$ cat src/msx_upload_defs.svh
`ifndef MSX_UPLOAD_DEFS_SVH
`define MSX_UPLOAD_DEFS_SVH

// Configuration record header
`define CONF_HEADER_BYTES 16
`define MSX_MAGIC         24'h4D5358

// Memory ports
`define DDR3_AW           28
`define RAM_AW            27

// Slot layout, 4 slots x 4 subslots x 4 pages
`define SLOT_BLOCKS       64
`define SLOT_AW           6

// RAM lookup table
`define LOOKUP_ENTRIES    16
`define LOOKUP_AW         4

// Block sizes count 16 KB units
`define FILL_UNITS_W      11
`define FILL_UNIT_SHIFT   14

`define CONFIG_INDEX      1

`endif

$ cat src/msx_upload_pkg.sv
`include "msx_upload_defs.svh"

package msx_upload_pkg;

   typedef enum logic [7:0] {
      MAPPER_UNUSED = 8'd0,
      MAPPER_NONE,
      MAPPER_ASCII8,
      MAPPER_ASCII16,
      MAPPER_KONAMI,
      MAPPER_KONAMI_SCC
   } mapper_t;

   typedef enum logic [7:0] {
      DEVICE_NONE = 8'd0,
      DEVICE_FDC,
      DEVICE_ZEMINA90,
      DEVICE_MFRSD0
   } device_t;

   typedef enum logic [7:0] {
      ROM_NONE = 8'd0,
      ROM_ROM,
      ROM_RAM,
      ROM_FDC,
      ROM_FMPAC,
      ROM_GM2
   } data_id_t;

   typedef enum logic [3:0] {
      CONFIG_NONE = 4'd0,
      CONFIG_SLOT_A,
      CONFIG_SLOT_B,
      CONFIG_SLOT_INTERNAL,
      CONFIG_KBD_LAYOUT,
      CONFIG_CONFIG
   } config_typ_t;

   typedef enum logic [2:0] {
      FILL_STREAM  = 3'd0,
      FILL_ONES    = 3'd1,
      FILL_ZEROS   = 3'd2,
      FILL_CHECK_A = 3'd3,
      FILL_CHECK_B = 3'd4,
      FILL_HALF    = 3'd5
   } fill_pattern_t;

   typedef struct packed {
      mapper_t    mapper;
      device_t    device;
      logic [3:0] ref_ram;     // Index into the lookup table
      logic [1:0] offset_ram;  // 16 KB page within the block
   } block_t;

   typedef struct packed {
      logic [`RAM_AW-1:0] addr;
      logic [15:0]        size;  // In 16 KB units
      logic               ro;
   } lookup_ram_t;

endpackage

$ cat src/ram_filler.sv
`timescale 1ns/1ps
`include "msx_upload_defs.svh"

module ram_filler
   import msx_upload_pkg::*;
(
   input                            clk,
   input                            reset,
   input                            fill_start,
   input        [`RAM_AW-1:0]       fill_base,
   input        [`FILL_UNITS_W-1:0] fill_units,
   input  fill_pattern_t            fill_pattern,
   input                            fill_stream,
   input                            fetch_ack,
   input        [7:0]               ddr3_dout,
   input                            sdram_ready,
   output logic                     fetch_req,
   output logic                     fill_done,
   output logic [`RAM_AW-1:0]       ram_addr,
   output logic [7:0]               ram_din,
   output logic                     ram_ce
);
   localparam int COUNT_W = `FILL_UNITS_W + `FILL_UNIT_SHIFT;

   typedef enum logic [1:0] {F_IDLE, F_FETCH, F_WRITE, F_GAP} fill_state_t;

   fill_state_t        state;
   logic [COUNT_W-1:0] remaining;
   logic [8:0]         offset;
   fill_pattern_t      pattern_q;
   logic               stream_q;
   logic [7:0]         pattern_byte;

   always_ff @(posedge clk) begin
      if (reset) begin
         state     <= F_IDLE;
         fetch_req <= 1'b0;
         fill_done <= 1'b0;
      end else begin
         fetch_req <= 1'b0;
         fill_done <= 1'b0;
         case (state)
            F_IDLE: begin
               if (fill_start) begin
                  state     <= fill_stream ? F_FETCH : F_WRITE;
                  fetch_req <= fill_stream;
               end
            end
            F_FETCH: if (fetch_ack) state <= F_WRITE;
            F_WRITE: begin
               if (sdram_ready) begin
                  if (remaining == COUNT_W'(1)) begin
                     fill_done <= 1'b1;
                     state     <= F_IDLE;
                  end else if (stream_q) begin
                     fetch_req <= 1'b1;
                     state     <= F_FETCH;
                  end else begin
                     state <= F_GAP;  // Keeps each ram_ce to one cycle
                  end
               end
            end
            default: state <= F_WRITE;
         endcase
      end
   end

   always_ff @(posedge clk) begin
      if (state == F_IDLE && fill_start) begin
         ram_addr  <= fill_base;
         remaining <= {fill_units, {`FILL_UNIT_SHIFT{1'b0}}};
         offset    <= '0;
         pattern_q <= fill_pattern;
         stream_q  <= fill_stream;
      end else if (ram_ce) begin
         ram_addr  <= ram_addr + 1'b1;
         remaining <= remaining - 1'b1;
         offset    <= offset + 1'b1;
      end
   end

   always_comb begin
      case (pattern_q)
         FILL_ZEROS:   pattern_byte = 8'h00;
         FILL_CHECK_A: pattern_byte = (offset[8] == offset[1]) ? 8'hFF : 8'h00;
         FILL_CHECK_B: pattern_byte = (offset[8] != offset[0]) ? 8'hFF : 8'h00;
         FILL_HALF:    pattern_byte = offset[7] ? 8'hFF : 8'h00;
         default:      pattern_byte = 8'hFF;  // Also codes 6 and 7
      endcase
   end

   assign ram_ce  = state == F_WRITE && sdram_ready;
   assign ram_din = stream_q ? ddr3_dout : pattern_byte;  // DDR3 byte holds until next fetch

endmodule

$ cat config.mk
export PLATFORM = sky130hd
export DESIGN_NAME = ram_filler
export DESIGN_NICKNAME = d
export VERILOG_FILES = /design/src/msx_upload_pkg.sv /design/src/ram_filler.sv
export VERILOG_INCLUDE_DIRS = /design/src /design/src/src
export SDC_FILE = /design/constraint.sdc
export NUM_CORES = 1
export LEC_CHECK = 0
export ABC_AREA = 0
export BUFFER_PORTS_ARGS = -buffer_cell sky130_fd_sc_hd__buf_2
export CAP_MARGIN = 30
export CORE_ASPECT_RATIO = 1.2
export CORE_UTILIZATION = 30
export CTS_CLUSTER_DIAMETER = 40
export CTS_CLUSTER_SIZE = 25
export DETAILED_ROUTE_END_ITERATION = 10
export SYNTH_ARGS = -nofsm -noshare
export SYNTH_HDL_FRONTEND = slang
export SYNTH_SLANG_ARGS = --single-unit
$ cat constraint.sdc
create_clock -name clk -period 7.1 [get_ports clk]
set_input_delay 1.775 -clock clk [delete_from_list [all_inputs] [get_ports clk]]
set_output_delay 1.775 -clock clk [all_outputs]
set_load 0.1 [all_outputs]
==> reports/results.ini <==
[floorplanning]
core_area_um2 = 11700
fp-row-count = 43
die_x_um = 103
initial_core_util_pct = 31.3
die_area_um2 = 12700
ioPinCount = 93
die_h_um = 123

[pwr]
powerDensity_nw_per_um2 = 397
vdd_drop_max_uv = 151
p_clk_share_pct = 24.8
p_sw_mw = 0.809
combPwrFrac_pct = 39.9
p_int_mw = 1.01
pwr-share-seq_pct = 35.3
p_leak_nw = 1.76
total_power_mw = 1.82
sw_frac_of_total_pct = 44.5

[global_routing]
grt_max_degree = 92
track_usage_pct = 13.3
grt_pass1_wl_um = 13200
overflow = 0
antenna_found_initial = 0
grt_pass1_vias = 2875

[sta]
max_freq_mhz = 200
grt_setup_unrepaired = false
setup_viol = 0
holdWs_ps = 492
tightest_slew_ps = 944
period_needed_ps = 5010
hold_viol = 0
finalCritPeriodShare_pct = 70.5
slew_viol_final = 0
setup-tns-final_ps = 0
clock_skew_ps = 9.12
setup_slack_ps = 2090
max_slew_margin_pct = 37.1

[worst_setup_path]
path_delay_family = buffers and inverters
r2r_start = state[1]$_SDFFE_PP0P_
rr_worst_depth = 4
cp_common_cell = buf_2
critPathBufInv = 3
cp-end-kind = output port
critPathKind = input port to output port
crit_fanout = 16
cp_slowest_stage_delay_ps = 520
ff2ff_setup_slack_ps = 4570
cp.required_ps = 5330
start_kind = input port
crit_slowest_cell = buf_2
crit_arrival_ps = 3230
timing.rr.end = ram_addr[20]$_DFFE_PP_
critical_path.cell_chain = buf_2 -> nand2_1 -> or2_2 -> inv_1 -> buf_2

[layout]
layout_common_cells = buf_2, nand2_1, edfxtp_1, o21ai_0, xnor2_1
drive_gt1_share_pct = 24.7
syn_to_final_growth_pct = 24.7
nets = 535
antenna_cells = 0
final_cells = 638
layout_commonest_cell = buf_2

[synth]
synth_ff_type = edfxtp_1
synthesis.nets = 447
ys_ff_latch = 69
muxShareOfSynthArea_pct = 1.19
netlist_top_cells_area = edfxtp_1, dfxtp_1, xnor2_1
synth_top_area_share_pct = 34.4
ys_types = 41
synthesis.area_um2 = 3670
synth-xor-area-share_pct = 12.6
synth.avg_cell_area_um2 = 9.46
synthArstFlopShare_pct = 0
synth-compound-area-share_pct = 10.1
synth_top_family_by_area = simple AND/OR/NAND/NOR gates
synth_cells = 388
synth-warning-count = 0
synth_adder_area_share_pct = 1.36
synth_enable_flop_cells = 42
yosys.area.top_type = edfxtp_1
yosysSeqAreaShare_pct = 49.1
synthSimpleGateAreaFrac_pct = 23.1

[status]
status = complete, no violations

[placed_design]
port_buffers = 92
pre_cts_slack_ps = 2060
place_congestion = 0.762
dp_hpwl_um = 5890
dpl.cell_count = 622

[routing]
firstDrtPassIters = 6
ant_nets = 0
drc_errors = 0
drt-total-wl_um = 8250
wl_per_cell_um = 12.9
drt_iter0_drc = 104
vias_per_cell = 4.80
vias = 3060

[clock_network]
cts_tree = yes
cts.sinks = 69
numCtsBuffers = 9
cts_hold_buf = 0
post_cts_buffers = 0
ctsLongestPathBuffers = 2
cts_root_buffer = clkbuf_16
clk_pin_slew_ps = 60
cts_max_level = 3
clk_latency_ps = 330
cts_resized = 0

[worst_hold_path]
hold_class = register to register
hold_end = remaining[0]$_SDFFE_PP0P_
hp-start = remaining[0]$_SDFFE_PP0P_
hold_depth = 2

[run]
maxCapViolations = 0

kinds of logic (layout without fill, tap and decap cells):
family	count (synthesis)	in the layout
muxes	4	4
xor gates and xnor gates	53	53
DFF	69	69
adders and majority gates	4	4
AOI/OAI and AO/OA	65	65
and+or+nand+nor	170	170
buffers and inverters	23	116
cell type report:
class / count / area, µm²
Multi-Input combinational cell: 296 / 1780
Fill cell: 1232 / 7150
Sequential cell: 69 / 1800
Inverter: 7 / 26.3
Clock inverter: 3 / 15.0
Tap cell: 157 / 196
Timing Repair Buffer: 93 / 468
Clock buffer: 13 / 292
cell usage after synthesis (2+ instances only):
library cell	instances
nand2_1	60
edfxtp_1	42
o21ai_0	36
xnor2_1	31
dfxtp_1	27
nor2_1	27
xor2_1	22
nand3_1	18
nor3_1	14
clkbuf_1	13
nor4_1	10
a21oi_1	9
a21o_1	8
and3_1	7
inv_1	7
nand4_1	7
or3_1	7
or4_1	5
ha_1	4
nor3b_1	4
o21ai_1	4
mux2_2	3
or2_2	3
a211oi_1	2
buf_1	2
state kept, by name, summed over array words and instances (netlist names):
signal / flops
offset: 9
ram_addr: 27
remaining: 25
pattern_q: 3
state: 2
fill_done: 1
stream_q: 1
fetch_req: 1
power by group through the flow:
| stage | Sequential (mW) | Clock (mW) | Combinational (mW) |
|---|---|---|---|
| 4_1_cts | 0.643 | 0.461 | 0.732 |
| 6_report | 0.643 | 0.451 | 0.725 |
| 3_3_place_gp | 0.645 | 0 | 0.722 |
| 3_5_place_dp | 0.649 | 0 | 0.730 |
| 2_1_floorplan | 0.865 | 0 | 0.391 |
| 5_1_grt | 0.658 | 0.476 | 0.786 |
how the worst max path moves through the flow:
stage,slack [ps],endpoint,start,depth (start not counted)
5_1_grt,1980,ram_ce,sdram_ready,5
6_report,2090,ram_ce,sdram_ready,5
4_1_cts,2060,ram_ce,sdram_ready,5
3_5_place_dp,2060,ram_ce,sdram_ready,5
3_3_place_gp,2090,ram_ce,sdram_ready,5
2_1_floorplan,1920,ram_ce,sdram_ready,5
layer usage:
metal  GRT usage, %  share of wire, %  wire length, µm  vias to the layer above
met1           16.8                46             3800                     1416
met3           2.04               4.6              376                        9
met4           5.55               1.4              117                        0
met5              0                 0                0                        -
met2           22.6                48             3950                       73
li1               -                 -                -                     1562
metrics by stage:
stage | instance area, µm² | utilization [%]
2_1_floorplan | 3670 | -
3_3_place_gp | 4270 | 36.4
3_5_place_dp | 4270 | 36.4
4_1_cts | 4580 | 39.0
5_1_grt | 4580 | 39.0
6_report | 4580 | 39.0
worst register-to-register path: stages (launching register included):
cell	delay (ps)
dfxtp_1	410
nand2_1	90
or2_2	420
inv_1	400
or2_2	810
No activity file was read; power rests on OpenSTA's default activity.
