$ cat src/msx_upload_defs.svh
`ifndef MSX_UPLOAD_DEFS_SVH
`define MSX_UPLOAD_DEFS_SVH

// Configuration record header
`define CONF_HEADER_BYTES 16
`define MSX_MAGIC         24'h4D5358

// Memory ports
`define DDR3_AW           28
`define RAM_AW            27

// Slot layout, 4 slots x 4 subslots x 4 pages
`define SLOT_BLOCKS       64
`define SLOT_AW           6

// RAM lookup table
`define LOOKUP_ENTRIES    16
`define LOOKUP_AW         4

// Block sizes count 16 KB units
`define FILL_UNITS_W      11
`define FILL_UNIT_SHIFT   14

`define CONFIG_INDEX      1

`endif

$ cat src/msx_upload_pkg.sv
`include "msx_upload_defs.svh"

package msx_upload_pkg;

   typedef enum logic [7:0] {
      MAPPER_UNUSED = 8'd0,
      MAPPER_NONE,
      MAPPER_ASCII8,
      MAPPER_ASCII16,
      MAPPER_KONAMI,
      MAPPER_KONAMI_SCC
   } mapper_t;

   typedef enum logic [7:0] {
      DEVICE_NONE = 8'd0,
      DEVICE_FDC,
      DEVICE_ZEMINA90,
      DEVICE_MFRSD0
   } device_t;

   typedef enum logic [7:0] {
      ROM_NONE = 8'd0,
      ROM_ROM,
      ROM_RAM,
      ROM_FDC,
      ROM_FMPAC,
      ROM_GM2
   } data_id_t;

   typedef enum logic [3:0] {
      CONFIG_NONE = 4'd0,
      CONFIG_SLOT_A,
      CONFIG_SLOT_B,
      CONFIG_SLOT_INTERNAL,
      CONFIG_KBD_LAYOUT,
      CONFIG_CONFIG
   } config_typ_t;

   typedef enum logic [2:0] {
      FILL_STREAM  = 3'd0,
      FILL_ONES    = 3'd1,
      FILL_ZEROS   = 3'd2,
      FILL_CHECK_A = 3'd3,
      FILL_CHECK_B = 3'd4,
      FILL_HALF    = 3'd5
   } fill_pattern_t;

   typedef struct packed {
      mapper_t    mapper;
      device_t    device;
      logic [3:0] ref_ram;     // Index into the lookup table
      logic [1:0] offset_ram;  // 16 KB page within the block
   } block_t;

   typedef struct packed {
      logic [`RAM_AW-1:0] addr;
      logic [15:0]        size;  // In 16 KB units
      logic               ro;
   } lookup_ram_t;

endpackage

$ cat src/record_table.sv
`timescale 1ns/1ps

module record_table
   import msx_upload_pkg::*;
#(
   parameter type entry_t = block_t,
   parameter int  DEPTH   = 16
) (
   input                            clk,
   input                            reset,
   input                            clear,
   input                            wr_en,
   input        [$clog2(DEPTH)-1:0] wr_addr,
   input  entry_t                   wr_data,
   output entry_t                   entries [DEPTH]
);

   // All-zero entry reads as unused
   always_ff @(posedge clk) begin
      if (reset || clear) begin
         for (int i = 0; i < DEPTH; i++) begin
            entries[i] <= '0;
         end
      end else if (wr_en) begin
         entries[wr_addr] <= wr_data;
      end
   end

endmodule

$ cat config.mk
export PLATFORM = sky130hd
export DESIGN_NAME = record_table
export DESIGN_NICKNAME = d
export VERILOG_FILES = /design/src/msx_upload_pkg.sv /design/src/record_table.sv
export VERILOG_INCLUDE_DIRS = /design/src /design/src/src
export SDC_FILE = /design/constraint.sdc
export NUM_CORES = 1
export LEC_CHECK = 0
export ABC_AREA = 1
export BUFFER_PORTS_ARGS = -buffer_cell sky130_fd_sc_hd__buf_4
export CORE_ASPECT_RATIO = 0.5
export CORE_MARGIN = 2
export CORE_UTILIZATION = 35
export DETAILED_ROUTE_END_ITERATION = 10
export GPL_TIMING_DRIVEN = 1
export HOLD_SLACK_MARGIN = 0.03
export PLACE_DENSITY = 0.63
export REMOVE_ABC_BUFFERS = 1
export SYNTH_ARGS = -nofsm -noshare
export SYNTH_HDL_FRONTEND = slang
export SYNTH_SLANG_ARGS = --single-unit
$ cat constraint.sdc
create_clock -name clk -period 1.4 [get_ports clk]
set_clock_uncertainty 0.1 [all_clocks]
set_input_delay 0.14 -clock clk [delete_from_list [all_inputs] [get_ports clk]]
set_output_delay 0.14 -clock clk [all_outputs]
set_load 0.005 [all_outputs]
==> summary.md, run 1 <==
| Metric | Value |
|---|---|
| Post-placement setup slack | -0.00827 ns |
| Synth Cell Area | 0.0135 sq mm |
| Fin crit share | 96.0% |
| Number of distinct library cells after synthesis | 11 |
| Clock sink total | 352 |
| Net count, final | 2425 |
| VDD IR-drop max | 0.681 mV |
| Aggregate global-route resource usage | 22.3% |
| Sequential area share after synthesis | 52.3% |
| Slowest stage cell, crit path | sky130_fd_sc_hd__dlygate4sd3_1 |
| DIE AREA | 0.0401 sq mm |
| Category of the worst setup path launch point | input port |
| Detailed placement HPWL | 32400 um |
| Worst-Skew Late Latency | 0.52 ns |
| Final Hold Slack | 0.0124 ns |
| Routability cong. | 0.830 |
| Number of storage elements in the synthesis netlist | 352 |
| Hold Path Class | input port to register |
| Worst Path Arrival | 1.67 ns |
| Most numerous cell types in the synthesized netlist | sky130_fd_sc_hd__nor2_1, sky130_fd_sc_hd__nand2_1, sky130_fd_sc_hd__dfxtp_1, sky130_fd_sc_hd__buf_2, sky130_fd_sc_hd__inv_1 |
| Wire length of the first global-routing pass | 69400 um |
| Max Buffers Root-to-Sink | 3 |
| Total of cells resized after clock tree synthesis | 0 |
| Std cell rows | 50 |
| Top cells by area in the synthesized netlist | sky130_fd_sc_hd__dfxtp_1, sky130_fd_sc_hd__nor2_1, sky130_fd_sc_hd__nand2_1, sky130_fd_sc_hd__buf_2, sky130_fd_sc_hd__nand4_1 |
| Final TNS setup | 0 ns |
| Initial Util | 35.8% |
| Fraction of registers with async set/reset | 0% |
| Final setup slack of the worst path | 0.0565 ns |
| Post-synth top area share | 52.3% |
| CTS root buffer | sky130_fd_sc_hd__clkbuf_16 |
| Die height | 143 um |
| CTS buffer count | 35 |
| Most repeated cell in the gate-level netlist after synthesis | sky130_fd_sc_hd__nor2_1 |
| Synth Instances | 1993 |
| Number of global-route vias before repair | 11500 |
| Signed area change from the synthesized netlist to the final layout | 42.0% |
| Per-cell routed wire length | 15.7 um |
| Remaining routing DRC violations | 0 |
| Remaining number of nets flagged by the antenna check after routing | 0 |
| Power per standard cell area | 1120 mW/mm^2 |
| Critical Path Fanout Max | 3 |
| H-Tree Level Count | 2 |
| Number of max-capacitance violations reported | 0 |
| Setup repair after global routing missed its margin | false |
| Total congestion overflow after global routing | 0 |
| Routed WL | 46300 um |
| Leak | 8.28 nW |
| Most instantiated flip-flop cell in the synthesis netlist | sky130_fd_sc_hd__dfxtp_1 |
| Max-slew violation count | 0 |
| Largest register by flop count | entries |
| Number of buffers added to fix hold violations after cts | 36 |
| Vias | 13000 |
| Maximum number of pins on one net before global-route repair | 71 |
| Required time of the worst setup path | 1.72 ns |
| Max-Slew Margin vs Limit | 70.7% |
| Antenna cells | 0 |
| Largest area contributor in the synthesized netlist | sky130_fd_sc_hd__dfxtp_1 |
| Buffer count from post-CTS setup fixing | 0 |
| Count of input and output buffers | 381 |
| CP peak stage delay | 0.55 ns |
| Share of layout cells above drive strength 1 | 22.2% |
| Post-DR vias/cell | 4.44 |
| Length of the first detailed-routing pass in iterations | 5 |
| Max Clk Rate | 744 MHz |
| Final setup violation count | 0 |
| Chip width | 281 um |
| Clock transition at the registers of the reported paths | 0.07 ns |
| Core region area | 0.0377 sq mm |
| Transition time of the tightest slew-check pin | 0.439 ns |
| Count of synthesis-stage warnings from yosys | 0 |
| Syn avg cell area | 6.76 sq um |
| Max FFs per register | 352 |
| Critical Setup Path Class | input port to register |
| Final critical delay including setup and external delays | 1.34 ns |
| Hold Violations, Final | 0 |
| Clock tree from TritonCTS | done |
| Nature of the critical path endpoint | register |
| I/O pin count | 382 |
| Leading registers by flop count | entries x352 |
| Outcome | complete, no violations |
| Iter 0 DRT Violations | 878 |
| Critical path cell sequence | dlygate4sd3_1 > buf_4 > inv_1 > nand2_1 > nand2_1 > dlygate4sd3_1 > nor2_1 |
| Initial antenna violation count | 0 |
| Worst Path Buf+Inv | 4 |
| Crit path max-delay family | buffers and inverters |
| Count of flip-flops with a built-in enable after synthesis | 0 |
==> worst register-to-register path: stages, from the launching register on <==
cell	delay (ns)
sky130_fd_sc_hd__dfxtp_1	0.34
sky130_fd_sc_hd__inv_1	0.05
sky130_fd_sc_hd__nand2_1	0.05
sky130_fd_sc_hd__nand2_1	0.05
sky130_fd_sc_hd__nor2_1	0.10
sky130_fd_sc_hd__dlygate4sd3_1	0.55
==> area by class of cell <==
class / count / area (sq um)
fill: 3732 / 18500
sequential: 352 / 7050
multi-input combinational: 1437 / 5630
timing repair buffer: 498 / 4350
clock buffer: 46 / 987
tap: 520 / 651
inverter: 71 / 267
clock inverter: 16 / 183
==> stage by stage <==
stage	util, %	area, sq um	std cells	total power, mW
2_1_floorplan	-	12900	1860	11.4
3_3_place_gp	46.7	17600	2842	11.8
3_5_place_dp	46.7	17600	2842	11.9
4_1_cts	50.8	19100	2940	21.6
5_1_grt	50.8	19100	2940	22.2
6_report	50.8	19100	2940	21.4
==> worst paths after layout <==
| check | end | from | slack [ns] | depth (start not counted) |
|---|---|---|---|---|
| max | entries[56] | wr_data[12] | 0.06 | 7 |
| min | entries[16] | clear | 0.01 | 5 |
| max reg2reg | entries[75] | entries[75] | 0.11 | 5 |
| min reg2reg | entries[41] | entries[41] | 0.38 | 2 |
==> power by group <==
group | switching, mW | total [mW] | internal (mW)
sequential | 0.0452 | 10.1 | 10.1
clock | 4.14 | 9.72 | 5.58
combinational | 0.948 | 1.56 | 0.609
total | 5.13 | 21.4 | 16.3
==> per-layer routing <==
metal	vias to the layer above	track usage [%]	share of wire (%)
li1	6742	-	-
met1	5930	28.0	42
met2	290	39.3	50
met3	79	2.95	4.0
met4	0	7.89	3.3
met5	-	0	0
==> cell families (layout without fill, tap and decap cells) <==
kind of cell / after synthesis / after routing / synth area share [%]
AND/OR/NAND/NOR: 1437 / 1437 / 41.2
flip-flops: 352 / 352 / 52.3
buffers and inverters: 204 / 631 / 6.45
==> placed cells by master, fill, tap and decap left out <==
cell type	count
sky130_fd_sc_hd__dlygate4sd3_1	36
sky130_fd_sc_hd__nor2_4	14
sky130_fd_sc_hd__nand3_2	2
sky130_fd_sc_hd__buf_4	420
sky130_fd_sc_hd__inv_6	3
sky130_fd_sc_hd__clkinvlp_4	4
sky130_fd_sc_hd__clkbuf_8	7
sky130_fd_sc_hd__inv_8	1
sky130_fd_sc_hd__clkinv_2	5
sky130_fd_sc_hd__buf_12	42
sky130_fd_sc_hd__nor2_2	1
sky130_fd_sc_hd__clkbuf_16	35
sky130_fd_sc_hd__inv_1	71
sky130_fd_sc_hd__nand2_1	664
sky130_fd_sc_hd__nand4_1	44
sky130_fd_sc_hd__nor2_1	708
sky130_fd_sc_hd__nand3_1	4
sky130_fd_sc_hd__clkbuf_1	4
sky130_fd_sc_hd__bufinv_16	3
sky130_fd_sc_hd__dfxtp_1	352
Power figures use the tool's default switching activity.
==> inputs of run 2 (changes only) <==
--- a/config.mk
+++ b/config.mk
@@ -14,7 +14,7 @@
 export DETAILED_ROUTE_END_ITERATION = 10
 export GPL_TIMING_DRIVEN = 1
 export HOLD_SLACK_MARGIN = 0.03
-export PLACE_DENSITY = 0.63
+export PLACE_DENSITY_LB_ADDON = 0.15
 export REMOVE_ABC_BUFFERS = 1
 export SYNTH_ARGS = -nofsm -noshare
 export SYNTH_HDL_FRONTEND = slang
==> run 2 against run 1 <==
Sequential power is essentially flat. Clock power shrank 0.5%. Clock-buffer cell count grew 8.
==> summary.md, run 2 (synthesis gave the netlist of run 1 again) <==
| Metric | Value |
|---|---|
| Power per standard cell area | 1130 mW/mm^2 (+0.64%) |
| Outcome | complete, no violations |
| Fin crit share | 90.4% (-5.5 points) |
| Max Clk Rate | 790 MHz (+6.1%) |
| Leak | 8.18 nW (-1.2%) |
| Initial Util | 35.8% (unchanged) |
| Initial antenna violation count | 1 (+1) |
| Required time of the worst setup path | 1.16 ns (-0.56 ns) |
| Total of cells resized after clock tree synthesis | 0 (unchanged) |
| Die height | 143 um (unchanged) |
| Register Area | 0.00705 sq mm (unchanged) |
| Clock transition at the registers of the reported paths | 0.07 ns (about the same) |
| Category of the worst setup path launch point | register |
| Number of global-route vias before repair | 11300 (-1.9%) |
| Per-cell routed wire length | 15.3 um (-2.8%) |
| Chip width | 281 um (unchanged) |
| Clock sink total | 352 (unchanged) |
| Leading registers by flop count | entries x352 |
| Wire length of the first global-routing pass | 66600 um (-3.9%) |
| Largest register by flop count | entries |
| Total congestion overflow after global routing | 0 (unchanged) |
| Final TNS setup | 0 ns (unchanged) |
| Routing usage on met1 | 27.0% (-0.96 points) |
| Setup repair after global routing missed its margin | false |
| Detailed placement HPWL | 31000 um (-4.3%) |
| Critical path cell sequence | buf_4 |
| Placed cell areas | 0.0175 sq mm (-0.44%) |
| Signed area change from the synthesized netlist to the final layout | 40.6% |
| # placed instances | 2836 (-0.21%) |
| CTS buffer count | 35 (unchanged) |
| Remaining number of nets flagged by the antenna check after routing | 0 (unchanged) |
| Final critical delay including setup and external delays | 1.27 ns (-0.0773 ns) |
| Buffer count from post-CTS setup fixing | 0 (unchanged) |
| Slowest stage cell, crit path | sky130_fd_sc_hd__dfxtp_1 |
| Core region area | 0.0377 sq mm (unchanged) |
| VDD IR-drop max | 0.563 mV (-17%) |
| Hold Violations, Final | 0 (unchanged) |
| Final standard cell count with taps included and fillers excluded | 2924 (-0.54%) |
| Met3 Use GR | 3.86% (+0.92 points) |
| Remaining routing DRC violations | 0 (unchanged) |
| I/O pin count | 382 (unchanged) |
| Net count, final | 2408 (-0.70%) |
| Max Buffers Root-to-Sink | 3 (unchanged) |
| Global Route met2 Usage | 37.2% (-2.2 points) |
| Transition time of the tightest slew-check pin | 0.392 ns (-0.0473 ns) |
| Number of buffers added to fix hold violations after cts | 25 (-31%) |
| Number of max-capacitance violations reported | 0 (unchanged) |
| Leading cell types in the layout, fill and taps excluded | sky130_fd_sc_hd__nor2_1, sky130_fd_sc_hd__nand2_1, sky130_fd_sc_hd__buf_4 |
| Peak-usage layer in the global routing report | met2 |
| Routability cong. | 0.798 (-3.8%) |
| Worst Path Buf+Inv | 1 (-3) |
| CTS root buffer | sky130_fd_sc_hd__clkbuf_16 |
| Iter 0 DRT Violations | 835 (-4.9%) |
| Std cell rows | 50 (unchanged) |
| Crit path max-delay family | flip-flops |
| Share of layout cells above drive strength 1 | 22.0% (-0.22 points) |
| Max-slew violation count | 0 (unchanged) |
| Critical Setup Path Class | register to output pin |
| CP peak stage delay | 0.38 ns (-0.17 ns) |
| Count of input and output buffers | 381 (unchanged) |
| Maximum number of pins on one net before global-route repair | 52 (-27%) |
| Area of combinational cells with multiple inputs | 0.00563 sq mm (about the same) |
| Length of the first detailed-routing pass in iterations | 5 (unchanged) |
| Post-DR vias/cell | 4.38 (-1.2%) |
| Max-Slew Margin vs Limit | 73.9% (+3.2 points) |
| DIE AREA | 0.0401 sq mm (unchanged) |
| Critical Path Fanout Max | 2 (-1) |
| Hold Path Class | input port to register |
| Aggregate global-route resource usage | 21.5% (-0.76 points) |
| Number of fill cells | 3798 (+1.8%) |
| Nature of the critical path endpoint | output pin |
| Final setup violation count | 0 (unchanged) |
| Routed WL | 44700 um (-3.3%) |
| H-Tree Level Count | 2 (unchanged) |
| Worst-Skew Late Latency | 0.52 ns (about the same) |
| Layout Cell Area excl Fill | 0.0189 sq mm (-1.0%) |
| Clock tree from TritonCTS | done |
| Total design power | 21.3 mW (-0.38%) |
| Most frequent standard cell in the layout excluding fill and tap cells | sky130_fd_sc_hd__nor2_1 |
| Vias | 12800 (-1.7%) |
| Max FFs per register | 352 (unchanged) |
| Final design utilization | 50.2% (-0.51 points) |
| Worst Path Arrival | 1.03 ns (-0.64 ns) |
[run 2: path summary, 6_finish.rpt]
check | end | slack (ns) | start | cells after the start
setup / recovery | entries[246] | 0.13 | entries[246] | 1
hold / removal | entries[261] | 0.07 | wr_en | 5
setup reg to reg | entries[332] | 0.15 | entries[332] | 5
hold reg to reg | entries[47] | 0.38 | entries[47] | 2
[run 2: final cells by class]
type | count | area share (%)
flip-flops and latches | 352 | 37.2
clock buffers | 54 | 5.65
clock inverters | 8 | 0.489
inverters | 71 | 1.41
multi-input cells | 1437 | 29.8
repair buffers | 481 | 22.0
diodes | 1 | 0.0132
well taps | 520 | 3.44
[run 2: power breakdown]
group	switching, mW	internal [mW]
clock network	4.03	5.64
logic	0.932	0.586
registers	0.0464	10.1
[run 2: metrics by stage]
step / worst slack [ns] / hold slack, ns
2_1_floorplan: -9.77 / 0.175
3_3_place_gp: 0.0273 / 0.286
3_5_place_dp: -0.0136 / 0.293
4_1_cts: 0.114 / 0.0412
5_1_grt: 0.000884 / 0.0951
6_report: 0.134 / 0.0654
[run 2: routing by layer]
layer  part of all wire, %  routed length [um]  up-vias
met5                     0                   0        -
met4                   3.2                1440        0
met3                   4.4                1960       80
met2                    49               22000      267
met1                    43               19300     5770
li1                      -                   -     6703
