### src/msx_upload_defs.svh
`ifndef MSX_UPLOAD_DEFS_SVH
`define MSX_UPLOAD_DEFS_SVH

// Configuration record header
`define CONF_HEADER_BYTES 16
`define MSX_MAGIC         24'h4D5358

// Memory ports
`define DDR3_AW           28
`define RAM_AW            27

// Slot layout, 4 slots x 4 subslots x 4 pages
`define SLOT_BLOCKS       64
`define SLOT_AW           6

// RAM lookup table
`define LOOKUP_ENTRIES    16
`define LOOKUP_AW         4

// Block sizes count 16 KB units
`define FILL_UNITS_W      11
`define FILL_UNIT_SHIFT   14

`define CONFIG_INDEX      1

`endif

### src/msx_upload_pkg.sv
`include "msx_upload_defs.svh"

package msx_upload_pkg;

   typedef enum logic [7:0] {
      MAPPER_UNUSED = 8'd0,
      MAPPER_NONE,
      MAPPER_ASCII8,
      MAPPER_ASCII16,
      MAPPER_KONAMI,
      MAPPER_KONAMI_SCC
   } mapper_t;

   typedef enum logic [7:0] {
      DEVICE_NONE = 8'd0,
      DEVICE_FDC,
      DEVICE_ZEMINA90,
      DEVICE_MFRSD0
   } device_t;

   typedef enum logic [7:0] {
      ROM_NONE = 8'd0,
      ROM_ROM,
      ROM_RAM,
      ROM_FDC,
      ROM_FMPAC,
      ROM_GM2
   } data_id_t;

   typedef enum logic [3:0] {
      CONFIG_NONE = 4'd0,
      CONFIG_SLOT_A,
      CONFIG_SLOT_B,
      CONFIG_SLOT_INTERNAL,
      CONFIG_KBD_LAYOUT,
      CONFIG_CONFIG
   } config_typ_t;

   typedef enum logic [2:0] {
      FILL_STREAM  = 3'd0,
      FILL_ONES    = 3'd1,
      FILL_ZEROS   = 3'd2,
      FILL_CHECK_A = 3'd3,
      FILL_CHECK_B = 3'd4,
      FILL_HALF    = 3'd5
   } fill_pattern_t;

   typedef struct packed {
      mapper_t    mapper;
      device_t    device;
      logic [3:0] ref_ram;     // Index into the lookup table
      logic [1:0] offset_ram;  // 16 KB page within the block
   } block_t;

   typedef struct packed {
      logic [`RAM_AW-1:0] addr;
      logic [15:0]        size;  // In 16 KB units
      logic               ro;
   } lookup_ram_t;

endpackage

### src/layout_writer.sv
`timescale 1ns/1ps
`include "msx_upload_defs.svh"

module layout_writer
   import msx_upload_pkg::*;
(
   input                       clk,
   input                       reset,
   input                       store_start,
   input        [3:0]          store_slot,
   input        [7:0]          store_mode,
   input        [7:0]          store_param,
   input  mapper_t             store_mapper,
   input  device_t             store_device,
   input        [3:0]          store_ref,
   input  block_t              layout [`SLOT_BLOCKS],
   output logic                store_done,
   output logic                layout_wr,
   output logic [`SLOT_AW-1:0] layout_addr,
   output block_t              layout_data
);
   logic       busy;
   logic [1:0] page;
   logic [3:0] slot_q;
   logic [7:0] mode_q;
   logic [7:0] param_q;
   mapper_t    mapper_q;
   device_t    device_q;
   logic [3:0] ref_q;
   logic [1:0] m;
   logic [1:0] p;
   block_t     src;

   always_ff @(posedge clk) begin
      if (reset) begin
         busy <= 1'b0;
         page <= 2'd0;
      end else if (store_start) begin
         busy <= 1'b1;
         page <= 2'd0;
      end else if (busy) begin
         page <= page + 1'b1;
         if (page == 2'd3) busy <= 1'b0;
      end
   end

   always_ff @(posedge clk) begin
      if (store_start) begin
         slot_q   <= store_slot;
         mode_q   <= store_mode;
         param_q  <= store_param;
         mapper_q <= store_mapper;
         device_q <= store_device;
         ref_q    <= store_ref;
      end
   end

   assign m   = mode_q[2*page +: 2];
   assign p   = param_q[2*page +: 2];
   assign src = layout[{slot_q, p}];  // Sees pages already written for this record

   assign layout_addr = {slot_q, page};
   assign layout_wr   = busy && m != 2'd0;
   assign store_done  = busy && page == 2'd3;

   always_comb begin
      case (m)
         2'd1:    layout_data = '{src.mapper, DEVICE_NONE, src.ref_ram, src.offset_ram};
         2'd2:    layout_data = '{mapper_q, device_q, ref_q, p};
         default: layout_data = '{MAPPER_UNUSED, device_q, ref_q, p};
      endcase
   end

endmodule

### config.mk
export PLATFORM = sky130hd
export DESIGN_NAME = layout_writer
export DESIGN_NICKNAME = d
export VERILOG_FILES = /design/src/msx_upload_pkg.sv /design/src/layout_writer.sv
export VERILOG_INCLUDE_DIRS = /design/src /design/src/src
export SDC_FILE = /design/constraint.sdc
export NUM_CORES = 1
export LEC_CHECK = 0
export BUFFER_PORTS_ARGS = -buffer_cell sky130_fd_sc_hd__buf_2
export CAP_MARGIN = 30
export CELL_PAD_IN_SITES_DETAIL_PLACEMENT = 0
export CELL_PAD_IN_SITES_GLOBAL_PLACEMENT = 2
export CORE_AREA = 2 2 575 577
export DETAILED_ROUTE_END_ITERATION = 6
export DIE_AREA = 0 0 577 579
export PLACE_DENSITY = 0.3
export SLEW_MARGIN = 5
export SYNTH_ARGS = -nofsm -noshare
export SYNTH_HDL_FRONTEND = slang
export SYNTH_SLANG_ARGS = --single-unit
### constraint.sdc
create_clock -name clk -period 4 [get_ports clk]
set_input_delay 0.2 -clock clk [delete_from_list [all_inputs] [get_ports clk]]
set_output_delay 0.2 -clock clk [all_outputs]
set_load 0.02 [all_outputs]
==> impl_metrics.toml, run 1 <==
[routing]
drt_pass1_iterations = 5
dr.first_iter.drc_count = 656
routed_wl_um = 160000
via_count = 15600
avgViaCountPerCell = 2.30
wire_per_inst_um = 23.6
drcViolationCount = 0
drtAntennaViolNets = 0

[sta]
setup_violations = 0
skew_ns = 0.000815
hold_viol = 0
worst_pin_slew_ns = 0.746
slew_headroom = 0.503
fin_ws_ns = 0.0395
finalCritPeriodShare = 0.990
layout_min_cycle_time_ns = 3.96
fmax_mhz = 252
slew_violations = 0
rsz0062_at_grt = "yes"

[cts]
cts_root_buf = "clkbuf_16"
clk_path_buf_depth = 2
cts.sinks = 43
clkSlewWorstSetupHoldPaths_ns = 0.07
cts_tree = "yes"
numCtsBuffers = 5
insertion_delay_ns = 0.35
h-tree-depth = 2

[setup_path]
cp_max_fo = 37
cp.arrival_ns = 3.76
cp_data_required_time_ns = 3.80
start_kind = "register"
crit_type = "reg2out"
cp-end-kind = "output port"

[yosys]
synthArstFlopShare = 0
synth_edf_count = 40
syn_avg_cell_area_um2 = 7.58
synth_ff_type = "edfxtp_1"
synth_cell_type_count = 50
syn_nets = 2733
synthCells = 1278
netlist_area_um2 = 9690
ys_ff_latch = 43
ys_warn_count = 0
ys_seq_area_frac = 0.130

[grt]
grt_use_total = 0.0918
antenna_found_initial = 135
grt_start_max_net_pins = 47
grtUsageMet1 = 0.123
grt_pass1_vias = 16700
grt_pass1_wl_um = 194000
grt_util_met2 = 0.149
grt-busiest-layer = "met2"
grt.met3_usage = 0.0277
overflow = 0

[power]
powerDensity_nw_per_um2 = 206
power.total_w = 0.00470
leakage_nw = 8.67
ir_worst_vdd_mv = 0.181

[job]
drv_cap = 0

[min_path]
hold_path.class = "in2reg"

[placed_design]
preCtsSetupSlack_ns = -0.482
dpl_cell_area_um2 = 21300
finalWeightedCongestion = 0.737
dpl.hpwl_um = 142000
io_buffers = 968

[finish]
syn2layout_area_growth_pct = 136
num-nets-final = 3834
layout-drive-gt1-share = 0.587
fin_util = 0.0695
design_area_um2 = 22900

[die]
die_area_um2 = 334000
start_util = 0.0295
ioPinCount = 1481
fp.dieW_um = 577
die_h_um = 579
rows = 211
core_um2 = 329000

[status]
status = "finished, final reports clean"
## cell usage after synthesis (all sizes together), types with 3 or more instances
master,instances,area share
a21boi,6,0.0046
nand3,89,0.046
a211oi,66,0.051
a221oi,4,0.0036
o2111ai,6,0.0054
nand2,348,0.13
nor3,9,0.0046
a41oi,3,0.0027
a22oi,22,0.018
clkbuf,65,0.025
nor2,40,0.016
a21oi,55,0.028
o22ai,8,0.0052
a32oi,7,0.0063
nand2b,5,0.0032
a31oi,39,0.025
nand4,12,0.0077
inv,5,0.0019
a32o,9,0.0093
nor2b,61,0.039
mux2i,58,0.060
nor4,7,0.0045
buf,68,0.045
dfxtp,3,0.0062
a2111oi,7,0.0070
edfxtp,40,0.12
mux4,86,0.20
and3,25,0.016
ha,4,0.0052
o211ai,10,0.0077
mux2,16,0.019
and2,16,0.010
a311oi,30,0.027
o41ai,3,0.0027
o21ai,34,0.018
## placed cells by master, fill, tap and decap left out, drive strengths merged, types with 4 or more instances in the layout
cell type    netlist  routed
clkbuf            65       7
nor4               7       7
edfxtp            40      40
diode              0      46
and3              25      25
nor2b             61      61
a32oi              7       7
nand3             89      89
and2              16      16
a32o               9       9
o21ai             34      34
nand4             12      12
dlygate4sd3        0      39
nor3               9       9
a311oi            30      30
o211ai            10      10
o22ai              8       8
mux4              86      86
mux2              16      16
nand2b             5       5
a211oi            66      66
nand2            348     348
a21boi             6       6
ha                 4       4
o2111ai            6       6
inv                5       5
a2111oi            7       7
a221oi             4       4
a21oi             55      55
mux2i             58      58
nor2              40      40
a22oi             22      22
buf               68    1185
a31oi             39      39
## routing by layer
layer	share of wire	vias to the layer above
li1	-	7128
met1	0.46	7387
met2	0.45	912
met3	0.082	152
met4	0.0087	60
met5	0.0023	-
## critical path, cell delays in order (launching register included)
cell	delay [ns]
dfxtp_4	0.38
mux4_4	0.78
buf_12	0.24
buf_4	0.30
a211oi_1	0.23
o21ai_1	0.10
buf_4	0.17
nand4_1	0.27
buf_4	0.20
a32oi_2	0.05
buf_4	0.18
a32o_1	0.22
buf_6	0.14
## flip-flops by register name (all words and copies together), names as in the netlist
signal,flops
page,2
busy,1
device_q,8
mode_q,8
ref_q,4
slot_q,4
param_q,8
mapper_q,8
## through the flow
step           TNS (ns)  std cells  hold WS [ns]
2_1_floorplan         0       1278         0.272
3_3_place_gp     -0.919       6673         0.377
3_5_place_dp     -0.912       6675         0.378
4_1_cts          -0.479       6736       0.00416
5_1_grt          -0.614       6758        0.0207
6_report              0       6792        0.0564
## where the power goes
part / leakage (nW) / internal (W) / switching, W
logic: 8.17 / 0.00143 / 0.00209
registers: 0.417 / 0.000530 / 0.0000334
clock network: 0.0807 / 0.000301 / 0.000310
total: 8.67 / 0.00226 / 0.00244
## final timing paths
kind / from / end / slack [ns] / depth (start not counted)
worst min register to register: busy$_SDFF_PP0_ / busy$_SDFF_PP0_ / 0.59 / 2
worst max register to register: page[0]$_SDFFE_PP0P_ / page[1]$_SDFFE_PP0P_ / 2.86 / 4
worst max-delay path: page[0]$_SDFFE_PP0P_ / layout_data[4] / 0.04 / 12
worst min-delay path: reset / busy$_SDFF_PP0_ / 0.06 / 2
## cell families after synthesis
group / after synthesis / synth area share
flops: 43 / 0.130
buf+inv: 138 / 0.0719
simple gates: 616 / 0.286
compound gates: 316 / 0.228
xor+xnor: 1 / 0.000904
fa+ha+maj: 4 / 0.00516
mux: 160 / 0.278
## cell type report
class,instances,area (um2)
Sequential cell,43,1270
Multi-Input combinational cell,1097,8350
Inverter,5,23.8
Fill cell,39000,306000
Antenna cell,46,115
Timing Repair Buffer,1227,7460
Tap cell,4366,5460
Clock buffer,5,125
Clock inverter,3,46.3
## timing repair
action                                 CTS  global route
endpoints found under the hold margin   39             0
hold buffers                            39             0
gates cloned                             1             2
setup buffers                           13            11
setup endpoints to repair               14            13
pin swaps                               16            19
resized for setup                       96            48
Power figures use the tool's default switching activity.
==> run 2, diff against run 1 <==
--- a/config.mk
+++ b/config.mk
@@ -6,14 +6,15 @@
 export SDC_FILE = /design/constraint.sdc
 export NUM_CORES = 1
 export LEC_CHECK = 0
-export BUFFER_PORTS_ARGS = -buffer_cell sky130_fd_sc_hd__buf_2
 export CAP_MARGIN = 30
 export CELL_PAD_IN_SITES_DETAIL_PLACEMENT = 0
 export CELL_PAD_IN_SITES_GLOBAL_PLACEMENT = 2
-export CORE_AREA = 2 2 575 577
+export CORE_AREA = 2 2 573 575
 export DETAILED_ROUTE_END_ITERATION = 6
-export DIE_AREA = 0 0 577 579
+export DIE_AREA = 0 0 575 577
+export DONT_BUFFER_PORTS = 1
 export PLACE_DENSITY = 0.3
+export REMOVE_ABC_BUFFERS = 1
 export SLEW_MARGIN = 5
 export SYNTH_ARGS = -nofsm -noshare
 export SYNTH_HDL_FRONTEND = slang
==> run 2 against run 1 <==
Sequential power is 1% lower. Routed wire length is 10% lower. Final area is 20% lower. First-iteration DRC count is 15% lower. Register-to-register slack worse by 0.30 ns. Power is 9.1% lower. Utilization is 1.4 points lower. Worst hold slack better by 0.21 ns. Clock skew is 0.0018 ns higher. Sequential cell count stayed put. Sequential share of layout area is 1.4 points higher. Combinational power is 14% lower. Largest power group unchanged.
==> impl_metrics.toml, run 2 (synthesized netlist as in run 1, its figures left out) <==
[grt]
antenna_found_initial = 118
grt_start_max_net_pins = 46
overflow = 0
grt_pass1_wl_um = 169000
grt_use_total = 0.0825
grt_pass1_vias = 12900

[die]
ioPinCount = 1481
rows = 210
start_util = 0.0298
fp.dieW_um = 575
die_area_um2 = 332000
core_um2 = 326000
die_h_um = 577

[setup_path]
cp_max_fo = 15
r2r_slack_ns = 2.56
worstRegToRegCells = 4
cp-end-kind = "output port"
worstReg2RegEnd = "page[0]$_SDFFE_PP0P_"
cp_data_required_time_ns = 3.80
cp.arrival_ns = 3.73
cp-endpoint = "layout_data[19]"
crit_type = "reg2out"
start_kind = "register"
reg2reg_from = "page[0]$_SDFFE_PP0P_"
cp-startpoint = "param_q[6]$_DFFE_PP_"

[routing]
routed_wl_um = 144000
via_count = 12200
dr.first_iter.drc_count = 558
drtAntennaViolNets = 0
wire_per_inst_um = 24.8
avgViaCountPerCell = 2.11
drcViolationCount = 0
drt_pass1_iterations = 5

[sta]
hold_viol = 0
fmax_mhz = 255
layout_min_cycle_time_ns = 3.93
finalCritPeriodShare = 0.982
setup_violations = 0
slew_headroom = 0.592
slew_violations = 0
worst_pin_slew_ns = 0.610
rsz0062_at_grt = "yes"
skew_ns = 0.00265

[finish]
num-nets-final = 2855
layout.cells.most_common = "nand2_1"
syn2layout_area_growth_pct = 87.5
layout-drive-gt1-share = 0.296
layoutNonFillerInstCount = 5783
mostFrequentLayoutCells = "345 x nand2_1, 127 x buf_4, 86 x nand3_1, 84 x mux4_2, 58 x nor2b_1"
fin_util = 0.0558

[cts]
cts_root_buf = "clkbuf_16"
cts_tree = "yes"
numCtsBuffers = 5
clkSlewWorstSetupHoldPaths_ns = 0.09
clk_path_buf_depth = 2
h-tree-depth = 2
insertion_delay_ns = 0.34
cts.sinks = 43

[placed_design]
finalWeightedCongestion = 0.775
io_buffers = 0
dp.cells = 5676
dpl.hpwl_um = 125000

[power]
ir_worst_vdd_mv = 0.155
powerDensity_nw_per_um2 = 235
leakage_nw = 4.91

[status]
status = "finished, final reports clean"

[job]
drv_cap = 0

[min_path]
hold_path.class = "in2reg"
-- run 2: report_power, final --
group	internal (W)	switching, W	total [W]
registers	0.000529	0.0000266	0.000556
logic	0.00114	0.00187	0.00301
clock network	0.000367	0.000334	0.000701
-- run 2: worst min path at each step --
stage / start / end / slack [ns] / cells past startpoint
after floorplan: reset / busy$_SDFF_PP0_ / 0.27 / 1
after global placement: reset / busy$_SDFF_PP0_ / 0.28 / 1
after detailed placement: reset / busy$_SDFF_PP0_ / 0.28 / 1
after CTS: store_start / slot_q[1]$_DFFE_PP_ / 0.21 / 1
after global routing: store_start / slot_q[1]$_DFFE_PP_ / 0.24 / 1
final: store_start / device_q[0]$_DFFE_PP_ / 0.26 / 1
-- run 2: critical path, cell delays in order (launching register included) --
cell       delay (ns)
edfxtp_1         0.42
mux4_4           0.64
buf_12           0.19
buf_16           0.19
buf_6            0.20
mux4_2           0.48
a22oi_2          0.32
buf_4            0.22
a21oi_4          0.09
a2111oi_4        0.31
a21oi_1          0.07
buf_4            0.17
-- run 2: stage by stage --
step | setup TNS [ns] | area [um2] | setup WS [ns] | power [W] | hold WS (ns)
2_1_floorplan | -52.16 | 9010 | -4.21 | 0.00182 | 0.272
3_3_place_gp | -1.08 | 16400 | -0.686 | 0.00346 | 0.277
3_5_place_dp | -0.384 | 16500 | -0.115 | 0.00346 | 0.279
4_1_cts | -0.276 | 17800 | -0.0603 | 0.00447 | 0.213
5_1_grt | -0.765 | 18100 | -0.103 | 0.00463 | 0.240
6_report | 0 | 18200 | 0.0715 | 0.00427 | 0.265
-- run 2: per-layer routing --
| metal | vias up | global-route usage | part of all wire |
|---|---|---|---|
| li1 | 5168 | - | - |
| met1 | 5869 | 0.108 | 0.45 |
| met2 | 895 | 0.131 | 0.44 |
| met3 | 212 | 0.0265 | 0.080 |
| met4 | 42 | 0.0164 | 0.024 |
| met5 | - | 0 | 0.0019 |
-- run 2: layout make-up --
type / count / area (um2)
Tap cell: 4346 / 5440
Clock inverter: 3 / 71.3
Sequential cell: 43 / 1260
Inverter: 5 / 20.0
Multi-Input combinational cell: 1097 / 8370
Fill cell: 38700 / 308000
Antenna cell: 36 / 90.1
Clock buffer: 5 / 125
Timing Repair Buffer: 248 / 2790
-- run 2: what timing repair did --
action	4_1_cts	5_1_grt
hold buffers	43	0
pin swaps	25	18
hold endpoints to repair	83	0
gates cloned	3	3
endpoints found under the setup margin	14	14
gates resized for setup	102	52
setup buffers	12	5
